$ cat config.mk
export PLATFORM = sky130hd
export DESIGN_NAME = soc_reset_gen
export DESIGN_NICKNAME = d
export VERILOG_FILES = /design/src/soc_pkg.sv /design/src/soc_reset_gen.sv
export SDC_FILE = /design/constraint.sdc
export NUM_CORES = 1
export LEC_CHECK = 0
export BUFFER_PORTS_ARGS = -buffer_cell sky130_fd_sc_hd__buf_2
export CORE_AREA = 3 3 40 42
export DETAILED_ROUTE_END_ITERATION = 16
export DIE_AREA = 0 0 43 45
export PLACE_DENSITY_LB_ADDON = 0.25
export SYNTH_ARGS = -nofsm -noshare
export SYNTH_HDL_FRONTEND = slang
export SYNTH_SLANG_ARGS = --single-unit
$ cat constraint.sdc
create_clock -name sys_clk -period 1.7 [get_ports sys_clk]
set_clock_uncertainty 0.2 [all_clocks]
set_input_delay 0.085 -clock sys_clk [delete_from_list [all_inputs] [get_ports sys_clk]]
set_output_delay 0.085 -clock sys_clk [all_outputs]
set_load 0.05 [all_outputs]
$ cat src/soc_pkg.sv
// shared constants for the bus backbone
// region codes, bus widths, csr register map and the address word views
// import with soc_pkg::* in the module header

package soc_pkg;

	// ------------------------------
	// bus widths
	// ------------------------------
	localparam int WB_ADDR_W = 32;
	localparam int WB_DATA_W = 32;
	localparam int WB_SEL_W = 4;
	localparam int BYTE_LANE_W = 2;

	// region field sits in adr[30:28], bit 31 ignored
	localparam int REGION_W = 3;
	localparam logic [REGION_W-1:0] REGION_RAM = 3'd0;
	// csr matched on the top two region bits, 6 and 7
	localparam logic [REGION_W-1:0] REGION_CSR = 3'd6;

	// block ram, 2048 words
	localparam int RAM_ADDR_W = 11;
	// null page is the first 1024 words
	localparam int NULL_PAGE_W = 10;
	localparam int RAM_PAD_W = WB_ADDR_W - 1 - REGION_W - RAM_ADDR_W - BYTE_LANE_W;

	// ------------------------------
	// csr bus
	// ------------------------------
	localparam int CSR_BANK_W = 4;
	localparam int CSR_REG_W = 8;
	localparam int CSR_ADR_W = CSR_BANK_W + CSR_REG_W;
	localparam int CSR_PAD_W = WB_ADDR_W - 1 - REGION_W - CSR_ADR_W - BYTE_LANE_W;
	localparam logic [CSR_BANK_W-1:0] SYSCTL_BANK = 4'd1;

	// bridge fsm states
	localparam int BRG_ST_W = 2;
	localparam logic [BRG_ST_W-1:0] BRG_IDLE = 2'd0;
	localparam logic [BRG_ST_W-1:0] BRG_READ = 2'd1;
	localparam logic [BRG_ST_W-1:0] BRG_ACK = 2'd2;
	localparam logic [BRG_ST_W-1:0] BRG_DONE = 2'd3;

	// reset hold after the last trigger
	localparam int RST_HOLD_CYCLES = 16;
	localparam int RST_CNT_W = $clog2(RST_HOLD_CYCLES + 1);

	// ------------------------------
	// system controller map
	// ------------------------------
	localparam logic [WB_DATA_W-1:0] SYSCTL_SYSTEM_ID = 32'h534F_4331;
	// bit 0 bram, bit 1 bus errors, bit 2 gpio irq
	localparam logic [WB_DATA_W-1:0] SYSCTL_CAPABILITIES = 32'h0000_0007;
	localparam logic [CSR_REG_W-1:0] REG_GPIO_IN = 8'd0;
	localparam logic [CSR_REG_W-1:0] REG_GPIO_OUT = 8'd1;
	localparam logic [CSR_REG_W-1:0] REG_IRQ_PENDING = 8'd2;
	localparam logic [CSR_REG_W-1:0] REG_CONTROL = 8'd3;
	localparam logic [CSR_REG_W-1:0] REG_CAPABILITIES = 8'd4;
	localparam logic [CSR_REG_W-1:0] REG_SYSTEM_ID = 8'd5;
	localparam int CTRL_BUS_ERR_EN_BIT = 0;
	localparam int CTRL_HARD_RESET_BIT = 1;
	localparam int N_BUTTONS = 3;

	// one address word, read as a ram or a csr access
	typedef union packed {
		struct packed {
			logic msb;
			logic [REGION_W-1:0] region;
			logic [RAM_PAD_W-1:0] unused;
			logic [RAM_ADDR_W-1:0] word;
			logic [BYTE_LANE_W-1:0] lane;
		} ram;
		struct packed {
			logic msb;
			logic [REGION_W-1:0] region;
			logic [CSR_PAD_W-1:0] unused;
			logic [CSR_BANK_W-1:0] bank;
			logic [CSR_REG_W-1:0] idx;
			logic [BYTE_LANE_W-1:0] lane;
		} csr;
	} wb_addr_t;

endpackage
$ cat src/soc_reset_gen.sv
// system reset generator
// external trigger, software hard reset or the three-button chord
// each reload a hold counter; sys_rst_o stays up while it runs

`timescale 1ns/100ps

module soc_reset_gen
	import soc_pkg::*;
(
	input  logic                 sys_clk,
	input  logic                 trigger_reset,
	input  logic                 hard_reset_i,
	input  logic [N_BUTTONS-1:0] btn_i,
	output logic                 sys_rst_o
);

	logic                 trig_q;
	logic [RST_CNT_W-1:0] hold_cnt;

	// merge all sources, one flop
	// chord only when every button is down
	always_ff @(posedge sys_clk) begin
		trig_q <= trigger_reset | hard_reset_i | (&btn_i);
	end

	// reload on any trigger, else count down to zero
	always_ff @(posedge sys_clk) begin
		if (trig_q) begin
			hold_cnt <= RST_CNT_W'(RST_HOLD_CYCLES);
		end else if (hold_cnt != '0) begin
			hold_cnt <= hold_cnt - 1'b1;
		end
	end

	// trig_q covers the cycle before the reload lands
	assign sys_rst_o = trig_q | (hold_cnt != '0);

	// release only after a full hold window since the last trigger
	a_rst_hold: assert property (@(posedge sys_clk)
		$fell(sys_rst_o) |-> $past(trig_q, RST_HOLD_CYCLES + 1));

endmodule

==> run_results.csv <==
group,metric,value,unit
floorplanning,pin_count,7,
global_route,gr-total-overflow,0,
job,maxCapViolations,0,
place,postPlaceCellArea,370,µm²
worst_setup_path,crit_fanout,1,
synthesis,yosysWarnings,0,
sta,period_needed,1.63,ns
clock_network,cts_sinks,6,
clock_network,clk_pin_slew,0.04,ns
synthesis,synth_nets,37,
floorplanning,die_h,45,µm
global_route,grt_pass1_wl,1040,µm
global_route,grt_pass1_vias,278,
worst_setup_path,critPathMaxStageDelay,0.55,ns
worst_setup_path,path_class,"input port to flip-flop",
final_layout,multi_input_area,186,µm²
clock_network,cts_max_level,1,
final_layout,antenna_cells,0,
sta,tns,0,ns
sta,finalCritPeriodShare,0.960,
worst_setup_path,critical_path.endpoint,"trig_q",
power,power.density,872,nW/µm²
final_layout,syn_to_final_growth,31.9,%
floorplanning,start_util,0.253,
clock_network,clk_latency,0.24,ns
synthesis,yosys.area.top_type,"dfxtp_1",
worst_setup_path,worst_ep_required_time,1.62,ns
routing,wl_per_cell,10.2,µm
final_layout,n_fill_cell,136,
synthesis,postSynthAreaPerCell,11.2,µm²
outcome,outcome,"complete, no violations",
worst_setup_path,crit_chain,"dlygate4sd3_1 -> buf_2 -> a311o_1 -> dlygate4sd3_1",
synthesis,postSynthCellCount,29,
place,finalWeightedCongestion,0.677,
floorplanning,core,1280,µm²
routing,drtIter0Drc,0,
floorplanning,dieArea,1940,µm²
routing,firstDrtPassIters,1,
sta,slew_headroom,0.801,
global_route,grt_use_total,0.0775,
clock_network,root_buffer,"clkbuf_4",
worst_setup_path,worstReg2RegStart,"hold_cnt[0]",
clock_network,cts_max_path_buffers,2,
synthesis,ys_types,18,
sta,drv_slew,0,
global_route,antenna_found_initial,0,
synthesis,ys_ff_latch,6,
sta,setup_violations,0,
final_layout,fin_nets,52,
routing,vias,250,
final_layout,final_common_cell,"buf_2",
worst_setup_path,rr_endpoint,"hold_cnt[1]",
final_layout,drive_gt1_frac,0.452,
clock_network,cts_buffers,3,
place,dpl.hpwl,422,µm
final_layout,mostFrequentLayoutCells,"buf_2 (6), dfxtp_1 (5), nor2_1 (3), clkbuf_4 (3), buf_4 (3)",
clock_network,cts_tree,"done",
worst_setup_path,reg2reg_setup_slack,0.11,ns
final_layout,fin_cells,57,
power,leakage,0.000179,µW
final_layout,seqCellArea,121,µm²
worst_setup_path,crit_start,"hard_reset_i",
worst_setup_path,rr_worst_depth,5,
place,port_buffers,6,
worst_setup_path,path_common_cell,"dlygate4sd3_1",
worst_setup_path,crit_path_start_kind,"input port",
floorplanning,die_width,43,µm
routing,drc,0,
sta,hold_ws,0.353,ns
worst_setup_path,cp_slowest_cell,"dlygate4sd3_1",
synthesis,synth.top_cell.area_share,0.369,
sta,tightest_slew,0.296,ns
sta,rsz0062_at_grt,"false",
routing,wirelength,583,µm
floorplanning,core.rowCount,13,
place,placed_cells,50,
routing,ant_nets,0,
synthesis,synth-seq-area-share,0.369,
worst_setup_path,end_kind,"flip-flop",
synthesis,netlist_area,325,µm²
global_route,grt_max_degree,10,
sta,hold_viol,0,
worst_hold_path,min_path_type,"flip-flop to flip-flop",
routing,via_per_inst,4.39,
sta,clock.fmax,613,MHz
worst_setup_path,arrival,1.55,ns
synthesis,synthTopCellsByArea,"dfxtp_1 (37%), ha_1 (7.7%), nor4b_4 (7.3%), mux2_2 (6.9%), a211oi_2 (3.8%)",
power,max-vdd-ir-drop,455,µV
final_layout,fin_area,429,µm²
[worst min path at each step]
stage / startpoint / end / slack [ns] / cells past startpoint
final: hold_cnt[4] / hold_cnt[4] / 0.35 / 2
after global routing: hold_cnt[4] / hold_cnt[4] / 0.40 / 2
after CTS: hold_cnt[4] / hold_cnt[4] / 0.35 / 2
after detailed placement: hard_reset_i / trig_q / 0.09 / 2
after global placement: hard_reset_i / trig_q / 0.08 / 2
after floorplan: hard_reset_i / trig_q / -0.009 / 1
[routing by layer]
| layer | vias up | track usage | part of all wire |
|---|---|---|---|
| met5 | - | 0 | 0 |
| met4 | 0 | 0.0904 | 0.010 |
| met2 | 7 | 0.138 | 0.58 |
| met1 | 109 | 0.0628 | 0.37 |
| met3 | 2 | 0.0239 | 0.038 |
| li1 | 132 | - | - |
[area by class of cell]
class	count	share of cell area
multi-input combinational	20	0.434
timing repair buffer	11	0.169
sequential	6	0.283
inverter	2	0.0175
clock buffer	3	0.0525
tap	15	0.0437
[worst max-delay path: cells and delay by family]
family          cells  cell delay [ns]
compound gates      1             0.25
buf+inv             3             1.21
[Yosys cell counts]
library cell  instances
xnor2_1               1
o31ai_1               1
nand4bb_1             1
a2bb2oi_1             1
inv_1                 2
mux2_2                2
a211oi_2              1
ha_1                  2
a311o_1               1
nor4b_4               1
dfxtp_1               6
nand2b_1              1
nor2b_1               2
nor2_1                3
or4_4                 1
nor3_1                1
buf_6                 1
or4b_1                1
[flip-flops by register name (all words and copies together), names as in the netlist]
register	cells
hold_cnt	5
trig_q	1
[report_power, final]
group          switching [µW]  internal (µW)
sequential               17.5            154
clock                    42.7           79.2
combinational            28.2           52.5
[logic make-up after synthesis]
kind of cell / after synthesis / synth area share
AO/OA/AOI/OAI: 4 / 0.119
AND/OR/NAND/NOR: 11 / 0.281
flip-flops: 6 / 0.369
buffers and inverters: 3 / 0.0577
XOR/XNOR: 1 / 0.0269
adder cells (fa/ha/maj): 2 / 0.0769
multiplexers: 2 / 0.0692
[per-stage QoR]
| step | utilization | power [µW] | worst slack [ns] |
|---|---|---|---|
| 6_report | 0.334 | 374 | 0.0679 |
| 3_3_place_gp | 0.288 | 242 | 0.109 |
| 3_5_place_dp | 0.288 | 244 | 0.0622 |
| 5_1_grt | 0.334 | 402 | 0.0118 |
| 4_1_cts | 0.333 | 382 | 0.0403 |
| 2_1_floorplan | - | 229 | 0.187 |
[what timing repair did]
item,CTS,global route
gates resized for setup,0,2
hold buffers,2,0
setup buffers,2,0
endpoints found under the hold margin,1,0
endpoints found under the setup margin,1,3
No activity file was read; power rests on OpenSTA's default activity.
