File: src/soc_pkg.sv
// shared constants for the bus backbone
// region codes, bus widths, csr register map and the address word views
// import with soc_pkg::* in the module header

package soc_pkg;

	// ------------------------------
	// bus widths
	// ------------------------------
	localparam int WB_ADDR_W = 32;
	localparam int WB_DATA_W = 32;
	localparam int WB_SEL_W = 4;
	localparam int BYTE_LANE_W = 2;

	// region field sits in adr[30:28], bit 31 ignored
	localparam int REGION_W = 3;
	localparam logic [REGION_W-1:0] REGION_RAM = 3'd0;
	// csr matched on the top two region bits, 6 and 7
	localparam logic [REGION_W-1:0] REGION_CSR = 3'd6;

	// block ram, 2048 words
	localparam int RAM_ADDR_W = 11;
	// null page is the first 1024 words
	localparam int NULL_PAGE_W = 10;
	localparam int RAM_PAD_W = WB_ADDR_W - 1 - REGION_W - RAM_ADDR_W - BYTE_LANE_W;

	// ------------------------------
	// csr bus
	// ------------------------------
	localparam int CSR_BANK_W = 4;
	localparam int CSR_REG_W = 8;
	localparam int CSR_ADR_W = CSR_BANK_W + CSR_REG_W;
	localparam int CSR_PAD_W = WB_ADDR_W - 1 - REGION_W - CSR_ADR_W - BYTE_LANE_W;
	localparam logic [CSR_BANK_W-1:0] SYSCTL_BANK = 4'd1;

	// bridge fsm states
	localparam int BRG_ST_W = 2;
	localparam logic [BRG_ST_W-1:0] BRG_IDLE = 2'd0;
	localparam logic [BRG_ST_W-1:0] BRG_READ = 2'd1;
	localparam logic [BRG_ST_W-1:0] BRG_ACK = 2'd2;
	localparam logic [BRG_ST_W-1:0] BRG_DONE = 2'd3;

	// reset hold after the last trigger
	localparam int RST_HOLD_CYCLES = 16;
	localparam int RST_CNT_W = $clog2(RST_HOLD_CYCLES + 1);

	// ------------------------------
	// system controller map
	// ------------------------------
	localparam logic [WB_DATA_W-1:0] SYSCTL_SYSTEM_ID = 32'h534F_4331;
	// bit 0 bram, bit 1 bus errors, bit 2 gpio irq
	localparam logic [WB_DATA_W-1:0] SYSCTL_CAPABILITIES = 32'h0000_0007;
	localparam logic [CSR_REG_W-1:0] REG_GPIO_IN = 8'd0;
	localparam logic [CSR_REG_W-1:0] REG_GPIO_OUT = 8'd1;
	localparam logic [CSR_REG_W-1:0] REG_IRQ_PENDING = 8'd2;
	localparam logic [CSR_REG_W-1:0] REG_CONTROL = 8'd3;
	localparam logic [CSR_REG_W-1:0] REG_CAPABILITIES = 8'd4;
	localparam logic [CSR_REG_W-1:0] REG_SYSTEM_ID = 8'd5;
	localparam int CTRL_BUS_ERR_EN_BIT = 0;
	localparam int CTRL_HARD_RESET_BIT = 1;
	localparam int N_BUTTONS = 3;

	// one address word, read as a ram or a csr access
	typedef union packed {
		struct packed {
			logic msb;
			logic [REGION_W-1:0] region;
			logic [RAM_PAD_W-1:0] unused;
			logic [RAM_ADDR_W-1:0] word;
			logic [BYTE_LANE_W-1:0] lane;
		} ram;
		struct packed {
			logic msb;
			logic [REGION_W-1:0] region;
			logic [CSR_PAD_W-1:0] unused;
			logic [CSR_BANK_W-1:0] bank;
			logic [CSR_REG_W-1:0] idx;
			logic [BYTE_LANE_W-1:0] lane;
		} csr;
	} wb_addr_t;

endpackage
File: src/wb_response_mux.sv
// response stage back to the bus master
// picks read data, merges acks, qualifies bus errors
// purely combinational, adds no latency

`timescale 1ns/100ps

module wb_response_mux
	import soc_pkg::*;
(
	input  logic                 sel_csr_i,
	input  logic [WB_DATA_W-1:0] ram_dat_i,
	input  logic                 ram_ack_i,
	input  logic [WB_DATA_W-1:0] csr_dat_i,
	input  logic                 csr_ack_i,
	input  logic                 unmapped_ack_i,
	input  logic                 null_hit_i,
	input  logic                 bus_err_en_i,
	output logic [WB_DATA_W-1:0] wb_dat_o,
	output logic                 wb_ack_o,
	output logic                 wb_err_o
);

	logic null_err;

	// unmapped reads return whatever the ram drives
	assign wb_dat_o = sel_csr_i ? csr_dat_i : ram_dat_i;

	// only one slave acks at a time
	assign wb_ack_o = ram_ack_i | csr_ack_i | unmapped_ack_i;

	// null page err only when enabled
	// the ram access itself is not blocked
	assign null_err = bus_err_en_i & null_hit_i & ram_ack_i;

	// err rides with ack
	assign wb_err_o = unmapped_ack_i | null_err;

endmodule

File: config.mk
export PLATFORM = sky130hd
export DESIGN_NAME = wb_response_mux
export DESIGN_NICKNAME = d
export VERILOG_FILES = /design/src/soc_pkg.sv /design/src/wb_response_mux.sv
export SDC_FILE = /design/constraint.sdc
export NUM_CORES = 1
export LEC_CHECK = 0
export BUFFER_PORTS_ARGS = -buffer_cell sky130_fd_sc_hd__buf_2
export CORE_MARGIN = 2
export CORE_UTILIZATION = 25
export DETAILED_ROUTE_END_ITERATION = 10
export GPL_ROUTABILITY_DRIVEN = 0
export PLACE_DENSITY = 0.87
export SLEW_MARGIN = 20
export SYNTH_ARGS = -nofsm -noshare
export SYNTH_HDL_FRONTEND = slang
export SYNTH_SLANG_ARGS = --single-unit
File: constraint.sdc
create_clock -name vclk -period 0.8
set_clock_uncertainty 0.1 [all_clocks]
set_input_delay 0.12 -clock vclk [all_inputs]
set_output_delay 0.12 -clock vclk [all_outputs]
set_load 0.05 [all_outputs]
==> impl_results.md, run 1 <==
* DIE HEIGHT at 51.3 um
* Placed cells at 170
* Post-DP HPWL at 1.67 mm
* Non-Filler Instances at 173
* Antenna Diode Count at 0
* Residual DRC at 0
* First-pass GRT wire length at 3.19 mm
* Yosys top cell area share at 80.5%
* Grt total ovfl at 0
* Num sequential at 0
* Final setup fails at 34
* Setup crit start kind: primary input
* Reg power frac at 0%
* Wire per inst at 13.1 um
* Clk pwr share at 0%
* Fmax at 928 MHz
* Die X at 51.3 um
* Register area at 0 um2
* Count of different cell masters after synthesis at 6
* Filler cells at 170
* Yosys warns at 0
* Worst Setup End Kind: primary output
* Logic pwr share at 100.0%
* Status: finished with violations
* Final WS setup at -0.277 ns
* DR iter-0 viols at 3
* Dpl cell area at 1100 um2
* Via density at 4.25
* Final WL at 2.26 mm
* Max FO, Critical Path at 8
* Vias at 736
* Area grow syn2layout at 159%
* Violated checks: negative setup slack
* Leakage at 0.831 nW
* VDD IR max at 0.555 mV
* Seq/Total Area, Yosys at 0%
* Final instance area at 1450 um2
* Synthesized Nets at 108
* Pre-CTS setup slack at -0.427 ns
* P per Cell Area at 932 nW/um2
* Sw frac at 51.7%
* MaxCap Viol Count at 0
* Sw power at 0.000698 W
* Share of post-route cells with drive strength above 1 at 100%
* Final hold violations at 0
* Kind of critical path: in -> out
* Actual slew at the worst max-slew pin at 0.116 ns
* Hold Crit Class: in -> out
* Final Cycle Share at 135%
* Max-slew violation count at 0
* Worst path buffer plus inverter count at 3
* Worst path max stage delay at 0.30 ns
* Avg Inst Size Synth at 14.7 um2
* Yosys top cell by area: mux2_4
* Internal at 0.000653 W
* IO buf count at 104
* Detail Route Antenna Nets at 0
* Core Box Area at 2170 um2
* Ranking of synthesized cells by area: mux2_4 (81%), buf_12 (11%), mux2_2 (4.0%), buf_6 (2.0%), a31o_2 (1.6%)
* Crit-path slowest cell: mux2_4
* Delay-heaviest family, CP: buffers and inverters
* Initial antenna violation count at 0
* Largest net degree at the start of global routing at 9
* Clk_buf instances at 0
* RSZ-0062 raised after global routing: yes
* DRT Pass-1 Iters at 3
* Critical Path, Cell by Cell: buf_12, buf_16, mux2_4, buf_6
* Die ar. at 2630 um2
* Power, Total at 0.00135 W
* # IOs at 104
* GRT Total Usage at 15.3%
* Fin nets at 217
* CP Data Required Time at 0.58 ns
* Slew Limit Headroom at 92.3%
* Synthesized cell area at 559 um2
* Period minus WS final at 1.08 ns
* Synth Instances at 38
* Row cnt at 17
* Number of global-route vias before repair at 746
* Initial Utilization at 25.8%
* WP data arrival at 0.86 ns
cells in the mapped netlist (all sizes together):
cell and count:
a31o 1, or3 1, buf 4, mux2 32
tightest hold or removal path, stage by stage:
cell,delay [ns]
buf_6,0.07
or3_4,0.11
buf_8,0.13
final timing paths:
path	endpoint	cells past startpoint	startpoint	slack (ns)
setup / recovery	wb_dat_o[11]	4	sel_csr_i	-0.28
hold / removal	wb_ack_o	3	ram_ack_i	0.46
area by class of cell:
cell class | instances | area [um2] | share of cell area, %
multi-input combinational | 34 | 509 | 35.1
tap | 28 | 35.0 | 2.42
timing repair buffer | 111 | 906 | 62.5
per-stage QoR:
step	hold slack, ns	setup TNS [ns]	utilization [%]
finish	0.461	-8.49	66.8
global route	0.470	-8.86	66.8
global placement	0.554	-12.49	50.9
detailed placement	0.559	-13.05	50.9
floorplan	0.324	-5.34	-
CTS	0.463	-8.54	66.3
per-layer routing:
metal  wire, um  GRT usage [%]  share of wire (%)
met5          0              0                  0
met4         25           1.75                1.1
met3        183           1.46                8.1
met2       1370           33.1                 61
met1        680           15.8                 30
power groups by stage:
stage               Sequential (W)  Combinational (W)  Clock (W)
floorplan                        0           0.000798          0
global placement                 0            0.00105          0
detailed placement               0            0.00107          0
CTS                              0            0.00134          0
global route                     0            0.00140          0
finish                           0            0.00135          0
cells by family after synthesis:
logic type,Yosys count,synth area share (%)
buffers and inverters,4,12.8
AND/OR/NAND/NOR,1,1.12
AO/OA/AOI/OAI,1,1.57
multiplexers,32,84.6
timing repair:
| item | CTS | global route |
|---|---|---|
| resized for setup | 84 | 3 |
| setup endpoints to repair | 34 | 34 |
| hold buffers | 0 | 0 |
| setup buffers | 1 | 0 |
| pin swaps | 1 | 2 |
| gates cloned | 2 | 0 |
cells in the final DEF, fill, tap and decap left out:
cell type,instances
buf_6,30
mux2_4,32
buf_8,7
buf_16,2
buf_2,68
or3_4,1
buf_4,1
a31o_4,1
buf_12,3
Note: power is estimated with default switching activity, not from simulation.
==> inputs of run 2 (changes only) <==
- GPL_ROUTABILITY_DRIVEN: 0 -> unset
- PLACE_DENSITY: 0.87 -> 0.81
==> run 2 against run 1 <==
Non-clock buffer count is the same. Die area is the same. Critical path depth is the same. Final cell count is the same. Combinational power grew 3%. Via count grew 3.7%. First-iteration DRC count shrank 67%. Routed wire length grew 6.4%. Largest cell class unchanged. The flow still finishes with violations (negative setup slack). Maximum frequency shrank 0.22%. Worst hold slack lost 0.025 ns.
==> impl_results.md, run 2 (synthesis gave the netlist of run 1 again) <==
* Worst Setup End Kind: primary output
* Final WL at 2.41 mm
* Worst path max stage delay at 0.30 ns
* Final setup fails at 34
* Final core utilization at 69.5%
* Grt total ovfl at 0
* Detail Route Antenna Nets at 0
* Final Cycle Share at 135%
* Row cnt at 17
* Core Box Area at 2170 um2
* First-pass GRT wire length at 3.48 mm
* MaxCap Viol Count at 0
* Leakage at 0.853 nW
* GRT Total Usage at 17.1%
* Kind of critical path: in -> out
* WL met1 at 710 um
* Number of global-route vias before repair at 787
* Residual DRC at 0
* Post-DP HPWL at 1.72 mm
* CP endpoint: wb_dat_o[26]
* DR iter-0 viols at 1
* VDD IR max at 0.551 mV
* DRT Pass-1 Iters at 3
* Slew Limit Headroom at 92.4%
* Final hold violations at 0
* Register area at 0 um2
* Antenna Diode Count at 0
* Max-slew violation count at 0
* Hold buffer count at cts at 0
* Period minus WS final at 1.08 ns
* Actual slew at the worst max-slew pin at 0.115 ns
* Clk_buf instances at 0
* Wire per inst at 13.9 um
* Vias at 763
* Dpl cell area at 1090 um2
* Area grow syn2layout at 170%
* Most frequent cells in the layout: buf_2 (64), buf_6 (34), mux2_4 (32), buf_16 (5), buf_8 (5)
* Final hold slack at 0.436 ns
* Worst setup path start: sel_csr_i
* Via density at 4.41
* Met3 WL at 229 um
* Die X at 51.3 um
* Final WS setup at -0.279 ns
* Power, Total at 0.00139 W
* P per Cell Area at 920 nW/um2
* Most common library cell in the layout ignoring fill and taps: buf_2
* Critical Path, Cell by Cell: buf_16, buf_16, mux2_4, buf_6
* Initial Utilization at 25.8%
* Die ar. at 2630 um2
* Setup crit start kind: primary input
* Crit-path slowest cell: mux2_4
* Share of post-route cells with drive strength above 1 at 100%
* Filler cells at 144
* Final instance area at 1510 um2
* GPL Wtd Cong at 0.655
* Fmax at 926 MHz
* IO buf count at 104
* DIE HEIGHT at 51.3 um
* WP data arrival at 0.86 ns
* Hold Crit Class: in -> out
* Fin nets at 217
* Max FO, Critical Path at 7
* # IOs at 104
* Num sequential at 0
* Initial antenna violation count at 0
* Status: finished with violations
* Setup TNS at -8.81 ns
* Largest net degree at the start of global routing at 8
* RSZ-0062 raised after global routing: yes
* Top sig layer: met3
* CP Data Required Time at 0.58 ns
* Violated checks: negative setup slack
* Most numerous cell on the critical path: buf_16
* Met2 WL at 1.47 mm
-- run 2: cell counts in the layout (fill, tap and decap cells not counted) --
No cell type changed its count.
-- run 2: critical path, delay by kind of cell --
kind | cells | cell delay [ns]
buf+inv | 3 | 0.42
mux | 1 | 0.30
-- run 2: worst min-delay path by stage --
stage,from,endpoint,slack [ns],depth (start not counted)
after floorplan,unmapped_ack_i,wb_ack_o,0.32,1
after global placement,unmapped_ack_i,wb_err_o,0.56,3
after detailed placement,unmapped_ack_i,wb_err_o,0.56,3
after CTS,unmapped_ack_i,wb_err_o,0.44,3
after global routing,unmapped_ack_i,wb_err_o,0.45,3
final,unmapped_ack_i,wb_err_o,0.44,3
-- run 2: power breakdown --
group | total (W) | switching [W] | internal (W)
sequential | 0 | 0 | 0
combinational | 0.00139 | 0.000707 | 0.000680
clock | 0 | 0 | 0
-- run 2: layout make-up --
cell class	instances	area, um2	area share (%)
multi-input cells	34	509	33.8
well taps	28	35.0	2.32
repair buffers	111	963	63.9
-- run 2: repair_timing --
item	4_1_cts	5_1_grt
pin swaps	2	2
gates cloned	4	0
setup endpoints to repair	34	34
resized for setup	85	5
setup buffers	0	1
-- run 2: metal layers --
layer / global-route usage (%) / up-vias
li1: - / 363
met1: 16.0 / 347
met2: 39.0 / 53
met3: 2.63 / 0
met4: 0.439 / 0
met5: 0 / -
-- run 2: per-stage QoR --
step	std cells	setup slack, ns
floorplan	38	-0.172
global placement	168	-0.404
detailed placement	168	-0.435
CTS	172	-0.279
global route	173	-0.292
finish	173	-0.279
