<file path="src/soc_pkg.sv">
// shared constants for the bus backbone
// region codes, bus widths, csr register map and the address word views
// import with soc_pkg::* in the module header

package soc_pkg;

	// ------------------------------
	// bus widths
	// ------------------------------
	localparam int WB_ADDR_W = 32;
	localparam int WB_DATA_W = 32;
	localparam int WB_SEL_W = 4;
	localparam int BYTE_LANE_W = 2;

	// region field sits in adr[30:28], bit 31 ignored
	localparam int REGION_W = 3;
	localparam logic [REGION_W-1:0] REGION_RAM = 3'd0;
	// csr matched on the top two region bits, 6 and 7
	localparam logic [REGION_W-1:0] REGION_CSR = 3'd6;

	// block ram, 2048 words
	localparam int RAM_ADDR_W = 11;
	// null page is the first 1024 words
	localparam int NULL_PAGE_W = 10;
	localparam int RAM_PAD_W = WB_ADDR_W - 1 - REGION_W - RAM_ADDR_W - BYTE_LANE_W;

	// ------------------------------
	// csr bus
	// ------------------------------
	localparam int CSR_BANK_W = 4;
	localparam int CSR_REG_W = 8;
	localparam int CSR_ADR_W = CSR_BANK_W + CSR_REG_W;
	localparam int CSR_PAD_W = WB_ADDR_W - 1 - REGION_W - CSR_ADR_W - BYTE_LANE_W;
	localparam logic [CSR_BANK_W-1:0] SYSCTL_BANK = 4'd1;

	// bridge fsm states
	localparam int BRG_ST_W = 2;
	localparam logic [BRG_ST_W-1:0] BRG_IDLE = 2'd0;
	localparam logic [BRG_ST_W-1:0] BRG_READ = 2'd1;
	localparam logic [BRG_ST_W-1:0] BRG_ACK = 2'd2;
	localparam logic [BRG_ST_W-1:0] BRG_DONE = 2'd3;

	// reset hold after the last trigger
	localparam int RST_HOLD_CYCLES = 16;
	localparam int RST_CNT_W = $clog2(RST_HOLD_CYCLES + 1);

	// ------------------------------
	// system controller map
	// ------------------------------
	localparam logic [WB_DATA_W-1:0] SYSCTL_SYSTEM_ID = 32'h534F_4331;
	// bit 0 bram, bit 1 bus errors, bit 2 gpio irq
	localparam logic [WB_DATA_W-1:0] SYSCTL_CAPABILITIES = 32'h0000_0007;
	localparam logic [CSR_REG_W-1:0] REG_GPIO_IN = 8'd0;
	localparam logic [CSR_REG_W-1:0] REG_GPIO_OUT = 8'd1;
	localparam logic [CSR_REG_W-1:0] REG_IRQ_PENDING = 8'd2;
	localparam logic [CSR_REG_W-1:0] REG_CONTROL = 8'd3;
	localparam logic [CSR_REG_W-1:0] REG_CAPABILITIES = 8'd4;
	localparam logic [CSR_REG_W-1:0] REG_SYSTEM_ID = 8'd5;
	localparam int CTRL_BUS_ERR_EN_BIT = 0;
	localparam int CTRL_HARD_RESET_BIT = 1;
	localparam int N_BUTTONS = 3;

	// one address word, read as a ram or a csr access
	typedef union packed {
		struct packed {
			logic msb;
			logic [REGION_W-1:0] region;
			logic [RAM_PAD_W-1:0] unused;
			logic [RAM_ADDR_W-1:0] word;
			logic [BYTE_LANE_W-1:0] lane;
		} ram;
		struct packed {
			logic msb;
			logic [REGION_W-1:0] region;
			logic [CSR_PAD_W-1:0] unused;
			logic [CSR_BANK_W-1:0] bank;
			logic [CSR_REG_W-1:0] idx;
			logic [BYTE_LANE_W-1:0] lane;
		} csr;
	} wb_addr_t;

endpackage
</file>
<file path="src/wb_csr_bridge.sv">
// wishbone to csr bridge
// writes ack after 2 cycles, reads after 3
// csr slaves register their read data one cycle after the address

`timescale 1ns/100ps

module wb_csr_bridge
	import soc_pkg::*;
(
	input  logic                 sys_clk,
	input  logic                 sys_rst_i,
	input  logic                 stb_i,
	input  logic                 we_i,
	input  wb_addr_t             adr_i,
	input  logic [WB_DATA_W-1:0] dat_i,
	output logic [WB_DATA_W-1:0] dat_o,
	output logic                 ack_o,
	output logic [CSR_ADR_W-1:0] csr_adr_o,
	output logic                 csr_we_o,
	output logic [WB_DATA_W-1:0] csr_dw_o,
	input  logic [WB_DATA_W-1:0] csr_dr_i
);

	logic [BRG_ST_W-1:0] state;
	logic                start;

	assign start = (state == BRG_IDLE) & stb_i;

	// ------------------------------
	// control fsm
	// ------------------------------
	// idle -> ack -> done for writes
	// idle -> read -> ack -> done for reads
	always_ff @(posedge sys_clk) begin
		if (sys_rst_i) begin
			state <= BRG_IDLE;
			ack_o <= 1'b0;
			csr_we_o <= 1'b0;
		end else begin
			// strobes default low
			csr_we_o <= 1'b0;
			ack_o <= 1'b0;
			case (state)
				BRG_IDLE: begin
					if (stb_i) begin
						csr_we_o <= we_i;
						state <= we_i ? BRG_ACK : BRG_READ;
					end
				end
				// slave is registering csr_dr
				BRG_READ: state <= BRG_ACK;
				BRG_ACK: begin
					ack_o <= 1'b1;
					state <= BRG_DONE;
				end
				// stb still high while master sees ack
				default: state <= BRG_IDLE;
			endcase
		end
	end

	// ------------------------------
	// address and data path
	// ------------------------------
	always_ff @(posedge sys_clk) begin
		if (start) begin
			csr_adr_o <= {adr_i.csr.bank, adr_i.csr.idx};
			csr_dw_o <= dat_i;
		end
		// read data valid by now, writes ignore it
		if (state == BRG_ACK) begin
			dat_o <= csr_dr_i;
		end
	end

	a_we_pulse: assert property (@(posedge sys_clk) disable iff (sys_rst_i)
		csr_we_o |=> !csr_we_o);

endmodule

</file>
<file path="config.mk">
export PLATFORM = sky130hd
export DESIGN_NAME = wb_csr_bridge
export DESIGN_NICKNAME = d
export VERILOG_FILES = /design/src/soc_pkg.sv /design/src/wb_csr_bridge.sv
export SDC_FILE = /design/constraint.sdc
export NUM_CORES = 1
export LEC_CHECK = 0
export BUFFER_PORTS_ARGS = -buffer_cell sky130_fd_sc_hd__buf_2
export CORE_ASPECT_RATIO = 0.6
export CORE_MARGIN = 2
export CORE_UTILIZATION = 36
export DETAILED_ROUTE_END_ITERATION = 16
export GPL_TIMING_DRIVEN = 1
export PLACE_DENSITY = 0.81
export RECOVER_POWER = 50
export SKIP_CTS_REPAIR_TIMING = 1
export SLEW_MARGIN = 20
export SYNTH_ARGS = -nofsm -noshare
export SYNTH_HDL_FRONTEND = slang
export SYNTH_SLANG_ARGS = --single-unit
</file>
<file path="constraint.sdc">
create_clock -name sys_clk -period 1.7 [get_ports sys_clk]
set_clock_uncertainty 0.2 [all_clocks]
set_input_delay 0.17 -clock sys_clk [delete_from_list [all_inputs] [get_ports sys_clk]]
set_output_delay 0.17 -clock sys_clk [all_outputs]
set_load 0.05 [all_outputs]
</file>
==> run_summary.xml <==
<?xml version="1.0" encoding="UTF-8"?>
<metrics>
  <group name="global_routing">
    <metric name="grt_start_max_net_pins" unit="">34</metric>
    <metric name="grt_first_pass_wirelength" unit="um">7910</metric>
    <metric name="grt.overflow.total" unit="">0</metric>
    <metric name="first_global_vias" unit="">1496</metric>
    <metric name="number_of_antenna_violations_at_the_first_check_in_global_routing" unit="">0</metric>
    <metric name="grt.total_usage" unit="%">14.5</metric>
  </group>
  <group name="drt">
    <metric name="top_signal_layer_used" unit="">met4</metric>
    <metric name="drt.antenna.violating_nets" unit="">0</metric>
    <metric name="detailedRoute.firstPassIterationCount" unit="">4</metric>
    <metric name="drc" unit="">0</metric>
    <metric name="via_per_inst" unit="">4.25</metric>
    <metric name="drt_iter0_markers" unit="">101</metric>
    <metric name="detailroute.wirelength.met3" unit="um">436</metric>
    <metric name="wire_per_inst" unit="um">15.5</metric>
    <metric name="routed-via-count" unit="">1880</metric>
    <metric name="routed-wl-met2" unit="um">3740</metric>
    <metric name="routedLengthMet1" unit="um">2570</metric>
    <metric name="route.final.wire_length" unit="um">6850</metric>
  </group>
  <group name="power_and_ir_drop">
    <metric name="power.switching_fraction" unit="%">38.5</metric>
    <metric name="leak_pwr" unit="nW">1.80</metric>
    <metric name="p_int" unit="mW">4.22</metric>
    <metric name="total_power" unit="mW">6.87</metric>
    <metric name="share_comb_of_total_power" unit="%">33.5</metric>
    <metric name="power.share.clock" unit="%">25.4</metric>
    <metric name="pwr_density_cell" unit="mW/mm^2">1540</metric>
    <metric name="share_seq_of_total_power" unit="%">41.2</metric>
    <metric name="net-switching-power" unit="mW">2.64</metric>
    <metric name="power.ir.vdd_worst" unit="uV">827</metric>
  </group>
  <group name="die">
    <metric name="die-area" unit="mm^2">0.00763</metric>
    <metric name="floorplan_die_width" unit="um">111</metric>
    <metric name="die_h" unit="um">68.5</metric>
    <metric name="ioPinCount" unit="">178</metric>
    <metric name="fp.coreArea" unit="mm^2">0.00668</metric>
    <metric name="initial_core_util" unit="%">37.4</metric>
    <metric name="placement_rows" unit="">23</metric>
  </group>
  <group name="critical_path">
    <metric name="cp_num_buf_inv" unit="">2</metric>
    <metric name="worst_reg2reg_path_length_in_cells" unit="">4</metric>
    <metric name="timing.critical_path.arrival" unit="ns">1.37</metric>
    <metric name="rr_endpoint" unit="">csr_dw_o[13]$_DFFE_PP_</metric>
    <metric name="crit_path_cell_trace" unit="">inv_1, ha_1, and2_4, buf_12</metric>
    <metric name="path_delay_family" unit="">flip-flops</metric>
    <metric name="critPathSlowestCell" unit="">sky130_fd_sc_hd__dfxtp_1</metric>
    <metric name="timing.critical_path.from_type" unit="">flop</metric>
    <metric name="ff2ff_setup_slack" unit="ns">0.16</metric>
    <metric name="crit_required" unit="ns">1.53</metric>
    <metric name="r2r_start" unit="">state[0]$_SDFFE_PP0P_</metric>
    <metric name="critPathMaxStageDelay" unit="ns">0.33</metric>
    <metric name="timing_worst_setup_path_type" unit="">flop to flop</metric>
    <metric name="crit_path_max_fanout" unit="">27</metric>
    <metric name="worst_setup_path_end_kind" unit="">flop</metric>
  </group>
  <group name="sta">
    <metric name="report.final.setup_viol" unit="">0</metric>
    <metric name="grt_setup_unrepaired" unit="">false</metric>
    <metric name="period_share" unit="%">90.8</metric>
    <metric name="hold_slack" unit="ns">0.355</metric>
    <metric name="timing.max_slew.rel_slack" unit="%">58.3</metric>
    <metric name="max_freq" unit="GHz">0.648</metric>
    <metric name="period_minus_slack" unit="ns">1.54</metric>
    <metric name="maxSlewViolCount" unit="">0</metric>
    <metric name="worst_pin_slew" unit="ns">0.628</metric>
    <metric name="sum_neg_setup_slack" unit="ns">0</metric>
    <metric name="report.final.hold_viol_count" unit="">0</metric>
  </group>
  <group name="synth">
    <metric name="netlist_top_cells_area" unit="">sky130_fd_sc_hd__edfxtp_1 (92%), sky130_fd_sc_hd__dfxtp_1 (3.2%), sky130_fd_sc_hd__ha_1 (1.5%), sky130_fd_sc_hd__nor2b_1 (0.50%), sky130_fd_sc_hd__nand3_1 (0.40%)</metric>
    <metric name="postSynthCellCount" unit="">98</metric>
    <metric name="ys.flop_type" unit="">sky130_fd_sc_hd__edfxtp_1</metric>
    <metric name="ys.warnings.count" unit="">0</metric>
    <metric name="post_synth_instance_area" unit="mm^2">0.00249</metric>
    <metric name="synth.avg_cell_area" unit="um^2">25.4</metric>
    <metric name="yosysUniqueCellTypes" unit="">15</metric>
    <metric name="synth_top_cells_by_count" unit="">sky130_fd_sc_hd__edfxtp_1 (76), sky130_fd_sc_hd__dfxtp_1 (4), sky130_fd_sc_hd__ha_1 (3)</metric>
    <metric name="synth_async_sr_flop_share" unit="%">0</metric>
    <metric name="synth.top_cell.area_share" unit="%">91.5</metric>
    <metric name="flop_and_latch_count_out_of_synthesis" unit="">80</metric>
    <metric name="most_numerous_cell_in_the_yosys_netlist" unit="">sky130_fd_sc_hd__edfxtp_1</metric>
    <metric name="synthDominantAreaCellType" unit="">sky130_fd_sc_hd__edfxtp_1</metric>
    <metric name="synth-seq-area-share" unit="%">94.7</metric>
    <metric name="synth_enable_flop_cells" unit="">76</metric>
    <metric name="syn-num-nets" unit="">201</metric>
  </group>
  <group name="layout">
    <metric name="antenna_cells" unit="">0</metric>
    <metric name="finalNonFillerCells" unit="">442</metric>
    <metric name="share_of_post_route_cells_with_drive_strength_above_1" unit="%">38.6</metric>
    <metric name="final_nets" unit="">453</metric>
    <metric name="area_delta_synth_final" unit="%">79.3</metric>
    <metric name="final_core_util" unit="%">67.0</metric>
  </group>
  <group name="placed_design">
    <metric name="dp_hpwl" unit="um">4340</metric>
    <metric name="dp.cells" unit="">347</metric>
    <metric name="io_buffer_count" unit="">157</metric>
    <metric name="gp_routability_congestion" unit="">0.814</metric>
  </group>
  <group name="job">
    <metric name="maxCapViolations" unit="">0</metric>
  </group>
  <group name="clock_network">
    <metric name="cts_num_sinks" unit="">80</metric>
    <metric name="h-tree-depth" unit="">3</metric>
    <metric name="clock_latency" unit="ns">0.32</metric>
    <metric name="numCtsBuffers" unit="">9</metric>
    <metric name="cts_tree" unit="">built</metric>
    <metric name="clock_path_buffers" unit="">2</metric>
    <metric name="clk_transition_reported_paths" unit="ns">0.06</metric>
    <metric name="clock-root-buffer" unit="">sky130_fd_sc_hd__clkbuf_16</metric>
  </group>
  <group name="worst_hold_path">
    <metric name="worst_hold_path.endpoint" unit="">dat_o[24]$_DFFE_PP_</metric>
    <metric name="hold_depth" unit="">2</metric>
    <metric name="holdCritStartpoint" unit="">csr_dr_i[24]</metric>
    <metric name="timing.hold.worst.class" unit="">input pin to flop</metric>
  </group>
  <group name="status">
    <metric name="run_status" unit="">finished, final reports clean</metric>
  </group>
</metrics>
-- layout by cell type (no fill, tap or decap), types with 2 or more instances in the layout --
cell / instances
sky130_fd_sc_hd__dfxtp_1: 4
sky130_fd_sc_hd__inv_6: 3
sky130_fd_sc_hd__inv_1: 2
sky130_fd_sc_hd__edfxtp_1: 76
sky130_fd_sc_hd__clkbuf_1: 43
sky130_fd_sc_hd__buf_12: 2
sky130_fd_sc_hd__dlygate4sd3_1: 79
sky130_fd_sc_hd__nand3_1: 2
sky130_fd_sc_hd__buf_2: 113
sky130_fd_sc_hd__clkinvlp_4: 2
sky130_fd_sc_hd__nor2b_1: 2
sky130_fd_sc_hd__ha_1: 2
sky130_fd_sc_hd__buf_4: 3
sky130_fd_sc_hd__clkbuf_16: 9
-- routing by layer --
metal  global-route usage (%)  up-vias
met5                        0        -
met4                     6.48        0
met3                     6.02        6
met2                     24.1       80
met1                     17.0      899
li1                         -      895
-- worst max path at each step --
stage,start,end,cells past startpoint
5_1_grt,state[0]$_SDFFE_PP0P_,csr_dw_o[13]$_DFFE_PP_,4
4_1_cts,state[0]$_SDFFE_PP0P_,csr_dw_o[5]$_DFFE_PP_,4
2_1_floorplan,state[0]$_SDFFE_PP0P_,csr_adr_o[0]$_DFFE_PP_,3
6_report,state[0]$_SDFFE_PP0P_,csr_dw_o[13]$_DFFE_PP_,4
3_5_place_dp,state[0]$_SDFFE_PP0P_,csr_dw_o[29]$_DFFE_PP_,4
3_3_place_gp,state[0]$_SDFFE_PP0P_,csr_dw_o[22]$_DFFE_PP_,4
-- layout make-up --
cell class                 count  area, um^2
sequential                    80        2360
fill                         499        2210
timing repair buffer         241        1590
clock buffer                   9         225
multi-input combinational     16         128
tap                           87         109
clock inverter                 7        53.8
inverter                       2        7.51
-- per-stage QoR --
stage               instance area, um^2  setup slack, ns
finish                             4470            0.156
global placement                   3450            0.183
CTS                                3730            0.145
detailed placement                 3450            0.146
global route                       4470           0.0496
floorplan                          2500            0.120
-- cell families after synthesis --
group                      Yosys count  synth area share (%)
buffers and inverters                2                 0.301
adders and majority gates            3                  1.51
AOI/OAI and AO/OA                    5                  1.41
and+or+nand+nor                      8                  2.06
DFF                                 80                  94.7
-- power groups by stage --
stage	logic [mW]	clock network [mW]	registers, mW
6_report	2.30	1.74	2.83
5_1_grt	2.40	1.87	2.87
4_1_cts	2.22	1.81	2.81
3_5_place_dp	2.22	0	2.85
3_3_place_gp	2.20	0	2.82
2_1_floorplan	0.297	0	4.15
-- sequential cells by signal, summed over array words and instances (netlist names) --
register,flops
csr_dw_o,32
dat_o,32
csr_adr_o,12
state,2
ack_o,1
csr_we_o,1
No activity file was read; power rests on OpenSTA's default activity.
