### config.mk
export PLATFORM = sky130hd
export DESIGN_NAME = sysctl_csr
export DESIGN_NICKNAME = d
export VERILOG_FILES = /design/src/soc_pkg.sv /design/src/sysctl_csr.sv
export SDC_FILE = /design/constraint.sdc
export NUM_CORES = 1
export LEC_CHECK = 0
export BUFFER_PORTS_ARGS = -buffer_cell sky130_fd_sc_hd__buf_2
export CORE_ASPECT_RATIO = 1.75
export CORE_UTILIZATION = 39
export CTS_BUF_LIST = sky130_fd_sc_hd__clkbuf_16
export DETAILED_ROUTE_END_ITERATION = 16
export PLACE_DENSITY = 0.84
export SLEW_MARGIN = 20
export SYNTH_ARGS = -nofsm -noshare
export SYNTH_HDL_FRONTEND = slang
export SYNTH_SLANG_ARGS = --single-unit
### constraint.sdc
create_clock -name sys_clk -period 2.2 [get_ports sys_clk]
set_input_delay 0 -clock sys_clk [delete_from_list [all_inputs] [get_ports sys_clk]]
set_output_delay 0 -clock sys_clk [all_outputs]
set_load 0.05 [all_outputs]
### src/soc_pkg.sv
// shared constants for the bus backbone
// region codes, bus widths, csr register map and the address word views
// import with soc_pkg::* in the module header

package soc_pkg;

	// ------------------------------
	// bus widths
	// ------------------------------
	localparam int WB_ADDR_W = 32;
	localparam int WB_DATA_W = 32;
	localparam int WB_SEL_W = 4;
	localparam int BYTE_LANE_W = 2;

	// region field sits in adr[30:28], bit 31 ignored
	localparam int REGION_W = 3;
	localparam logic [REGION_W-1:0] REGION_RAM = 3'd0;
	// csr matched on the top two region bits, 6 and 7
	localparam logic [REGION_W-1:0] REGION_CSR = 3'd6;

	// block ram, 2048 words
	localparam int RAM_ADDR_W = 11;
	// null page is the first 1024 words
	localparam int NULL_PAGE_W = 10;
	localparam int RAM_PAD_W = WB_ADDR_W - 1 - REGION_W - RAM_ADDR_W - BYTE_LANE_W;

	// ------------------------------
	// csr bus
	// ------------------------------
	localparam int CSR_BANK_W = 4;
	localparam int CSR_REG_W = 8;
	localparam int CSR_ADR_W = CSR_BANK_W + CSR_REG_W;
	localparam int CSR_PAD_W = WB_ADDR_W - 1 - REGION_W - CSR_ADR_W - BYTE_LANE_W;
	localparam logic [CSR_BANK_W-1:0] SYSCTL_BANK = 4'd1;

	// bridge fsm states
	localparam int BRG_ST_W = 2;
	localparam logic [BRG_ST_W-1:0] BRG_IDLE = 2'd0;
	localparam logic [BRG_ST_W-1:0] BRG_READ = 2'd1;
	localparam logic [BRG_ST_W-1:0] BRG_ACK = 2'd2;
	localparam logic [BRG_ST_W-1:0] BRG_DONE = 2'd3;

	// reset hold after the last trigger
	localparam int RST_HOLD_CYCLES = 16;
	localparam int RST_CNT_W = $clog2(RST_HOLD_CYCLES + 1);

	// ------------------------------
	// system controller map
	// ------------------------------
	localparam logic [WB_DATA_W-1:0] SYSCTL_SYSTEM_ID = 32'h534F_4331;
	// bit 0 bram, bit 1 bus errors, bit 2 gpio irq
	localparam logic [WB_DATA_W-1:0] SYSCTL_CAPABILITIES = 32'h0000_0007;
	localparam logic [CSR_REG_W-1:0] REG_GPIO_IN = 8'd0;
	localparam logic [CSR_REG_W-1:0] REG_GPIO_OUT = 8'd1;
	localparam logic [CSR_REG_W-1:0] REG_IRQ_PENDING = 8'd2;
	localparam logic [CSR_REG_W-1:0] REG_CONTROL = 8'd3;
	localparam logic [CSR_REG_W-1:0] REG_CAPABILITIES = 8'd4;
	localparam logic [CSR_REG_W-1:0] REG_SYSTEM_ID = 8'd5;
	localparam int CTRL_BUS_ERR_EN_BIT = 0;
	localparam int CTRL_HARD_RESET_BIT = 1;
	localparam int N_BUTTONS = 3;

	// one address word, read as a ram or a csr access
	typedef union packed {
		struct packed {
			logic msb;
			logic [REGION_W-1:0] region;
			logic [RAM_PAD_W-1:0] unused;
			logic [RAM_ADDR_W-1:0] word;
			logic [BYTE_LANE_W-1:0] lane;
		} ram;
		struct packed {
			logic msb;
			logic [REGION_W-1:0] region;
			logic [CSR_PAD_W-1:0] unused;
			logic [CSR_BANK_W-1:0] bank;
			logic [CSR_REG_W-1:0] idx;
			logic [BYTE_LANE_W-1:0] lane;
		} csr;
	} wb_addr_t;

endpackage
### src/sysctl_csr.sv
// system controller csr bank
// gpio buttons and led, button-change irq, bus-error enable,
// software hard reset, capabilities and system id words
// answers bank SYSCTL_BANK only, other banks read zero

`timescale 1ns/100ps

module sysctl_csr
	import soc_pkg::*;
(
	input  logic                 sys_clk,
	input  logic                 sys_rst_i,
	input  logic [CSR_ADR_W-1:0] csr_adr_i,
	input  logic                 csr_we_i,
	input  logic [WB_DATA_W-1:0] csr_dw_i,
	output logic [WB_DATA_W-1:0] csr_dr_o,
	input  logic [N_BUTTONS-1:0] btn_i,
	output logic                 led_o,
	output logic                 irq_o,
	output logic                 bus_err_en_o,
	output logic                 hard_reset_o
);

	logic [CSR_BANK_W-1:0] bank;
	logic [CSR_REG_W-1:0]  idx;
	logic                  bank_hit;
	logic                  wr_gpio_out;
	logic                  wr_irq;
	logic                  wr_ctrl;
	logic [N_BUTTONS-1:0]  btn_meta;
	logic [N_BUTTONS-1:0]  btn_sync;
	logic [N_BUTTONS-1:0]  btn_last;
	logic [N_BUTTONS-1:0]  btn_change;
	logic [N_BUTTONS-1:0]  irq_pending;
	logic [N_BUTTONS-1:0]  irq_clear;
	logic [WB_DATA_W-1:0]  ctrl_word;

	// ------------------------------
	// address decode
	// ------------------------------
	assign bank = csr_adr_i[CSR_ADR_W-1 -: CSR_BANK_W];
	assign idx = csr_adr_i[CSR_REG_W-1:0];
	assign bank_hit = bank == SYSCTL_BANK;

	assign wr_gpio_out = csr_we_i & bank_hit & (idx == REG_GPIO_OUT);
	assign wr_irq = csr_we_i & bank_hit & (idx == REG_IRQ_PENDING);
	assign wr_ctrl = csr_we_i & bank_hit & (idx == REG_CONTROL);

	// two-flop sync, third flop for edge detect
	always_ff @(posedge sys_clk) begin
		btn_meta <= btn_i;
		btn_sync <= btn_meta;
		btn_last <= btn_sync;
	end

	assign btn_change = btn_sync ^ btn_last;
	// write one to clear
	assign irq_clear = wr_irq ? csr_dw_i[N_BUTTONS-1:0] : '0;

	// ------------------------------
	// registers
	// ------------------------------
	always_ff @(posedge sys_clk) begin
		if (sys_rst_i) begin
			led_o <= 1'b0;
			bus_err_en_o <= 1'b0;
			hard_reset_o <= 1'b0;
			irq_pending <= '0;
		end else begin
			if (wr_gpio_out) begin
				led_o <= csr_dw_i[0];
			end
			if (wr_ctrl) begin
				bus_err_en_o <= csr_dw_i[CTRL_BUS_ERR_EN_BIT];
			end
			// self-clearing, one cycle per write
			hard_reset_o <= wr_ctrl & csr_dw_i[CTRL_HARD_RESET_BIT];
			// a new change wins over a clear in the same cycle
			irq_pending <= (irq_pending & ~irq_clear) | btn_change;
		end
	end

	assign irq_o = |irq_pending;

	// hard reset bit always reads zero
	always_comb begin
		ctrl_word = '0;
		ctrl_word[CTRL_BUS_ERR_EN_BIT] = bus_err_en_o;
	end

	// registered read mux, one cycle after the address
	always_ff @(posedge sys_clk) begin
		csr_dr_o <= '0;
		if (bank_hit) begin
			case (idx)
				REG_GPIO_IN: csr_dr_o <= WB_DATA_W'(btn_sync);
				REG_GPIO_OUT: csr_dr_o <= WB_DATA_W'(led_o);
				REG_IRQ_PENDING: csr_dr_o <= WB_DATA_W'(irq_pending);
				REG_CONTROL: csr_dr_o <= ctrl_word;
				REG_CAPABILITIES: csr_dr_o <= SYSCTL_CAPABILITIES;
				REG_SYSTEM_ID: csr_dr_o <= SYSCTL_SYSTEM_ID;
				default: csr_dr_o <= '0;
			endcase
		end
	end

endmodule

==> flow_metrics.tcl, run 1 <==
set metrics [dict create \
    status "finished with violations" \
    violations "negative hold slack" \
    worstPathArrival_ps 1390 \
    powerDensity_nw_per_um2 788 \
    ys_top_cells_by_area "dfxtp_1 (41%), buf_4 (23%), nand2b_1 (2.7%), or4bb_1 (2.4%), mux2i_1 (2.2%)" \
    clk_latency_ps 260 \
    diodes 0 \
    tritoncts "built" \
    core_region_area_um2 2270 \
    ys_top_cells_by_count "buf_4 (28), dfxtp_1 (19), inv_1 (4), nand2b_1 (4), o21ai_0 (4)" \
    syn_area_um2 922 \
    num-nets-final 178 \
    multi_input_area_um2 365 \
    start_util_pct 40.6 \
    postCtsSetupRepairBufs 0 \
    grt_max_degree 15 \
    cts_max_path_buffers 2 \
    final.setup.tns_ps 0 \
    cts.sinks 19 \
    synth-main-ff-cell "dfxtp_1" \
    fp-row-count 23 \
    crit_type "input pin to flop" \
    synthCells 94 \
    max-vdd-ir-drop_uv 445 \
    first_global_vias 553 \
    fillers 222 \
    synth.area.mux_share_pct 2.17 \
    drtIter0Drc 11 \
    yosys.area_share.simple_pct 22.9 \
    ys_seq_area_share_pct 41.2 \
    hold_violations 1 \
    cp_max_fo 4 \
    seq_area_um2 380 \
    drt_wl_total_um 1590 \
    synth_async_sr_flop_share_pct 0 \
    path_clk_slew_ps 50 \
    drive_gt1_share_pct 37.8 \
    synth_edf_count 0 \
    worst_slew_pin_slew_ps 613 \
    first_pass_iters 4 \
    syn_area_per_cell_um2 9.81 \
    cp-end-kind "flop" \
    place_congestion 0.691 \
    slew_viol_final 0 \
    grt_first_pass_wirelength_um 2370 \
    cts_root_buffer "clkbuf_16" \
    required_ps 2310 \
    p_leak_nw 0.551 \
    die_h_um 66.3 \
    min_period_over_period_pct 57.9 \
    cts_inserted_buffers 3 \
    postCtsHoldBufs 3 \
    grt_usage_pct 14.0 \
    vias_per_cell 4.75 \
    synth_top_family_by_area "buffers and inverters" \
    gr-total-overflow 0 \
    start_kind "input pin" \
    synth.distinct_cells 28 \
    r2r_start "btn_sync[1]" \
    fin_util_pct 48.7 \
    die_x_um 38.8 \
    cts_max_level 1 \
    place_inst 145 \
    maxCapViolCount 0 \
    finalClockSkew_ps 1.50 \
    wire_per_inst_um 10.5 \
    postLayoutCellArea_um2 1110 \
    rsz0062_at_grt "false" \
    instances_no_fill 152 \
    die_area_um2 2570 \
    crit_start "csr_adr_i[9]" \
    synthAdderAreaFrac_pct 0 \
    yosysTopAreaCell "dfxtp_1" \
    via_count 722 \
    synth_top_cell_area_share_pct 41.2 \
    hp-start "csr_adr_i[0]" \
    area_growth_pct 20.1 \
    ant_nets 0 \
    slew_headroom_pct 58.8 \
    hp-class "input pin to flop" \
    synth_xor_area_share_pct 2.85 \
    fin_crit_ps 1270 \
    yosysMostFrequentCell "buf_4" \
    port_buffers 41 \
    grt_antenna_before_repair 0 \
    ctsResizeCount 0 \
    place_area_um2 997 \
    drc 0 \
    yosysWarnings 0 \
    setup-violations-final 0 \
    ys_ff_latch 19 \
    io_pins 86 \
    max_freq_ghz 0.785 \
    synth-compound-area-share_pct 5.56 \
    holdWs_ps -2.15 \
]
-- metal layers --
layer  part of all wire (%)  track usage [%]  up-vias  wire (um)
met4                    3.5             11.6        0         55
li1                       -                -      344          -
met3                    8.1             4.38        5        129
met1                     34             12.5      328        544
met2                     54             23.5       45        860
met5                      0                0        -          0
-- kinds of logic after synthesis --
| kind of cell | count (synthesis) |
|---|---|
| buf+inv | 33 |
| simple gates | 28 |
| flops | 19 |
| compound gates | 8 |
| xor+xnor | 3 |
| mux | 2 |
| other cells | 1 |
-- layout make-up --
type / instances / share of cell area [%]
multi-input combinational: 56 / 33.0
clock buffer: 3 / 6.78
timing repair buffer: 44 / 21.2
tap: 25 / 2.82
sequential: 19 / 34.4
inverter: 4 / 1.36
clock inverter: 1 / 0.452
-- registers in the layout (all words and copies together), names as in the netlist --
| name | flops |
|---|---|
| btn_last | 3 |
| btn_meta | 3 |
| btn_sync | 3 |
| bus_err_en_o | 1 |
| csr_dr_o | 4 |
| hard_reset_o | 1 |
| irq_pending | 3 |
| led_o | 1 |
-- per-stage QoR --
step | worst slack [ps] | power, mW
6_report | 926 | 0.873
5_1_grt | 815 | 0.900
4_1_cts | 929 | 0.880
3_5_place_dp | 658 | 0.494
3_3_place_gp | 668 | 0.491
2_1_floorplan | 947 | 0.485
-- report_power, final --
part           internal [mW]  switching (mW)
combinational         0.0348          0.0914
sequential             0.359         0.00702
clock                  0.244           0.137
-- worst max-delay path, stage by stage --
cell      delay (ps)
buf_2             90
or4b_1           580
nor4_1           560
a221oi_1         160
-- cell usage in the layout, fill, tap and decap left out, types with 2 or more instances in the layout --
master / count
clkbuf_16: 3
nor4b_1: 2
o21ai_0: 4
xnor2_1: 2
a221oi_1: 2
conb_1: 15
and3b_1: 2
nor2_1: 2
mux2i_1: 2
nor4_1: 3
dlygate4sd3_1: 3
nor2b_1: 2
nand2b_1: 4
or4bb_1: 2
inv_1: 4
nor3_1: 3
buf_2: 41
dfxtp_1: 19
-- final timing paths --
path / depth (start not counted) / endpoint / slack, ps
max: 4 / irq_pending[1] / 930
min: 2 / csr_dr_o[2] / -2
max reg2reg: 3 / irq_pending[1] / 1230
min reg2reg: 0 / btn_sync[0] / 320
Note: power is estimated with default switching activity, not from simulation.
==> inputs of run 2 (changes only) <==
- ABC_AREA: unset -> 1
- CORE_UTILIZATION: 39 -> 33
- PLACE_DENSITY: 0.84 -> 0.75
- clock period: 2.2 -> 1.1 ns (I/O delays scaled with it)
==> run 2 against run 1 <==
Compared with the run above: the run ends with negative setup slack left; via count grew 14%; final area grew 7.9%; largest cell class unchanged; total power grew 100%.
==> flow_metrics.tcl, run 2 <==
set metrics [dict create \
    fin_crit_ps 1110 \
    p_leak_nw 0.657 \
    cp_slowest_cell "or3_4" \
    drtIter0Drc 7 \
    fin_util_pct 43.9 \
    ys_top_cells_by_count "buf_4 (28), nand2_1 (23), nor2_1 (21)" \
    synth.distinct_cells 16 \
    die_area_um2 3130 \
    num-nets-final 219 \
    worstPathArrival_ps 1110 \
    synth_async_sr_flop_share_pct 0 \
    start_util_pct 35.2 \
    required_ps 1100 \
    wire_per_inst_um 8.46 \
    via_count 826 \
    yosysMostFrequentCell "buf_4" \
    crit_buf_inv 1 \
    clk_latency_ps 260 \
    status "finished with violations" \
    gr-total-overflow 0 \
    ys_ff_latch 19 \
    ys_top_cells_by_area "dfxtp_1 (40%), buf_4 (22%), nand2_1 (9.0%), nor2_1 (8.2%), nand3_1 (5.2%)" \
    synth-main-ff-cell "dfxtp_1" \
    powerDensity_nw_per_um2 1460 \
    start_kind "flop" \
    area_growth_pct 24.8 \
    place_ws_ps 124 \
    port_buffers 41 \
    yosysWarnings 0 \
    cts.sinks 19 \
    grt_max_degree 15 \
    rsz0062_at_grt "true" \
    cp_max_fo 2 \
    place_congestion 0.771 \
    layout_commonest_cell "buf_2" \
    synth_top_cell_area_share_pct 39.7 \
    max-vdd-ir-drop_uv 1010 \
    synthCells 131 \
    syn_area_per_cell_um2 7.31 \
    min_period_over_period_pct 101 \
    crit_path_cell_trace "or3_4 > buf_8" \
    cts_inserted_buffers 3 \
    violations "negative setup slack" \
    slew_viol_final 0 \
    syn_area_um2 957 \
    crit_family "simple AND/OR/NAND/NOR gates" \
    yosysTopAreaCell "dfxtp_1" \
    finalClockSkew_ps 2.65 \
    crit_type "flop to output port" \
    fin_ws_ps -12.1 \
    die_h_um 73.2 \
    setup-violations-final 1 \
    ant_nets 0 \
    diodes 0 \
    cts_root_buffer "clkbuf_16" \
    cts_max_level 1 \
    die_x_um 42.7 \
    grt_first_pass_wirelength_um 2750 \
    hold_violations 0 \
    grt_antenna_before_repair 0 \
    dpl.hpwl_um 1330 \
    maxCapViolCount 0 \
    fp-row-count 25 \
    ys_seq_area_share_pct 39.7 \
    tritoncts "built" \
    drive_gt1_share_pct 33.3 \
    drt_wl_total_um 1650 \
    largest_reg_flops 4 \
    layout.cells.most_common_list "buf_2 (40), nand2_1 (23), nor2_1 (21)" \
    largest-register "csr_dr_o" \
    first_global_vias 717 \
    synth_edf_count 0 \
    first_pass_iters 4 \
    max_freq_ghz 0.899 \
    hp-class "input pin to flop" \
    core_region_area_um2 2720 \
    cts_max_path_buffers 2 \
    grt_usage_pct 12.3 \
    cp-end-kind "output port" \
    path_clk_slew_ps 50 \
    io_pins 86 \
    vias_per_cell 4.24 \
    drc 0 \
    slowest_delay_ps 390 \
]
## run 2: cell count changes after synthesis, sizes merged, moves of 3 or more
cell | before | now
nor2 | 2 | 25
a21oi | 0 | 3
nor4 | 3 | 0
nand2b | 4 | 0
nor4b | 3 | 0
nand3 | 0 | 10
nand2 | 0 | 24
inv | 4 | 13
## run 2: cell families after synthesis
logic type	after synthesis	synth area share, %
xor+xnor	3	2.75
flops	19	39.7
buf+inv	41	27.1
simple gates	62	27.5
compound gates	5	2.61
other cells	1	0.392
## run 2: power by group
part	internal (mW)	switching, mW
logic	0.0816	0.186
clock network	0.488	0.256
registers	0.719	0.0156
total	1.29	0.458
## run 2: stage by stage
stage	cell area (um2)	TNS (ps)	power, mW	cells	hold WS, ps
detailed placement	1040	0	0.983	185	104
CTS	1190	-21.4	1.77	195	21.9
finish	1190	-12.1	1.75	195	19.5
global route	1190	-30.9	1.82	195	52.6
floorplan	1010	0	0.966	145	27.7
global placement	1040	0	0.979	185	102
## run 2: routing by layer
layer / wire, um / track usage, %
met1: 558 / 9.77
met2: 847 / 22.9
met3: 171 / 3.22
met4: 72 / 11.5
met5: 0 / 0
## run 2: cell type report
class,instances,area (um2)
multi-input cells,85,375
inverters,13,48.8
clock inverters,1,5.00
flip-flops and latches,19,384
clock buffers,3,75.1
well taps,27,33.8
repair buffers,47,273
fillers,290,1530
## run 2: final timing paths
kind,from,endpoint,slack [ps],depth (start not counted)
max,irq_pending[1],irq_o,-10,2
min,csr_dw_i[0],bus_err_en_o,20,3
max reg2reg,irq_pending[1],csr_dr_o[1],360,5
min reg2reg,btn_meta[1],btn_sync[1],320,0
## run 2: worst min-delay path, stage by stage
cell,delay (ps)
buf_2,120
nor2_2,40
nor2_1,80
## run 2: what timing repair did
item                                    CTS  global route
endpoints found under the hold margin     7             0
pin swaps                                 1             0
resized for setup                         6             0
setup buffers                             1             0
endpoints found under the setup margin    1             1
hold buffers                              5             0
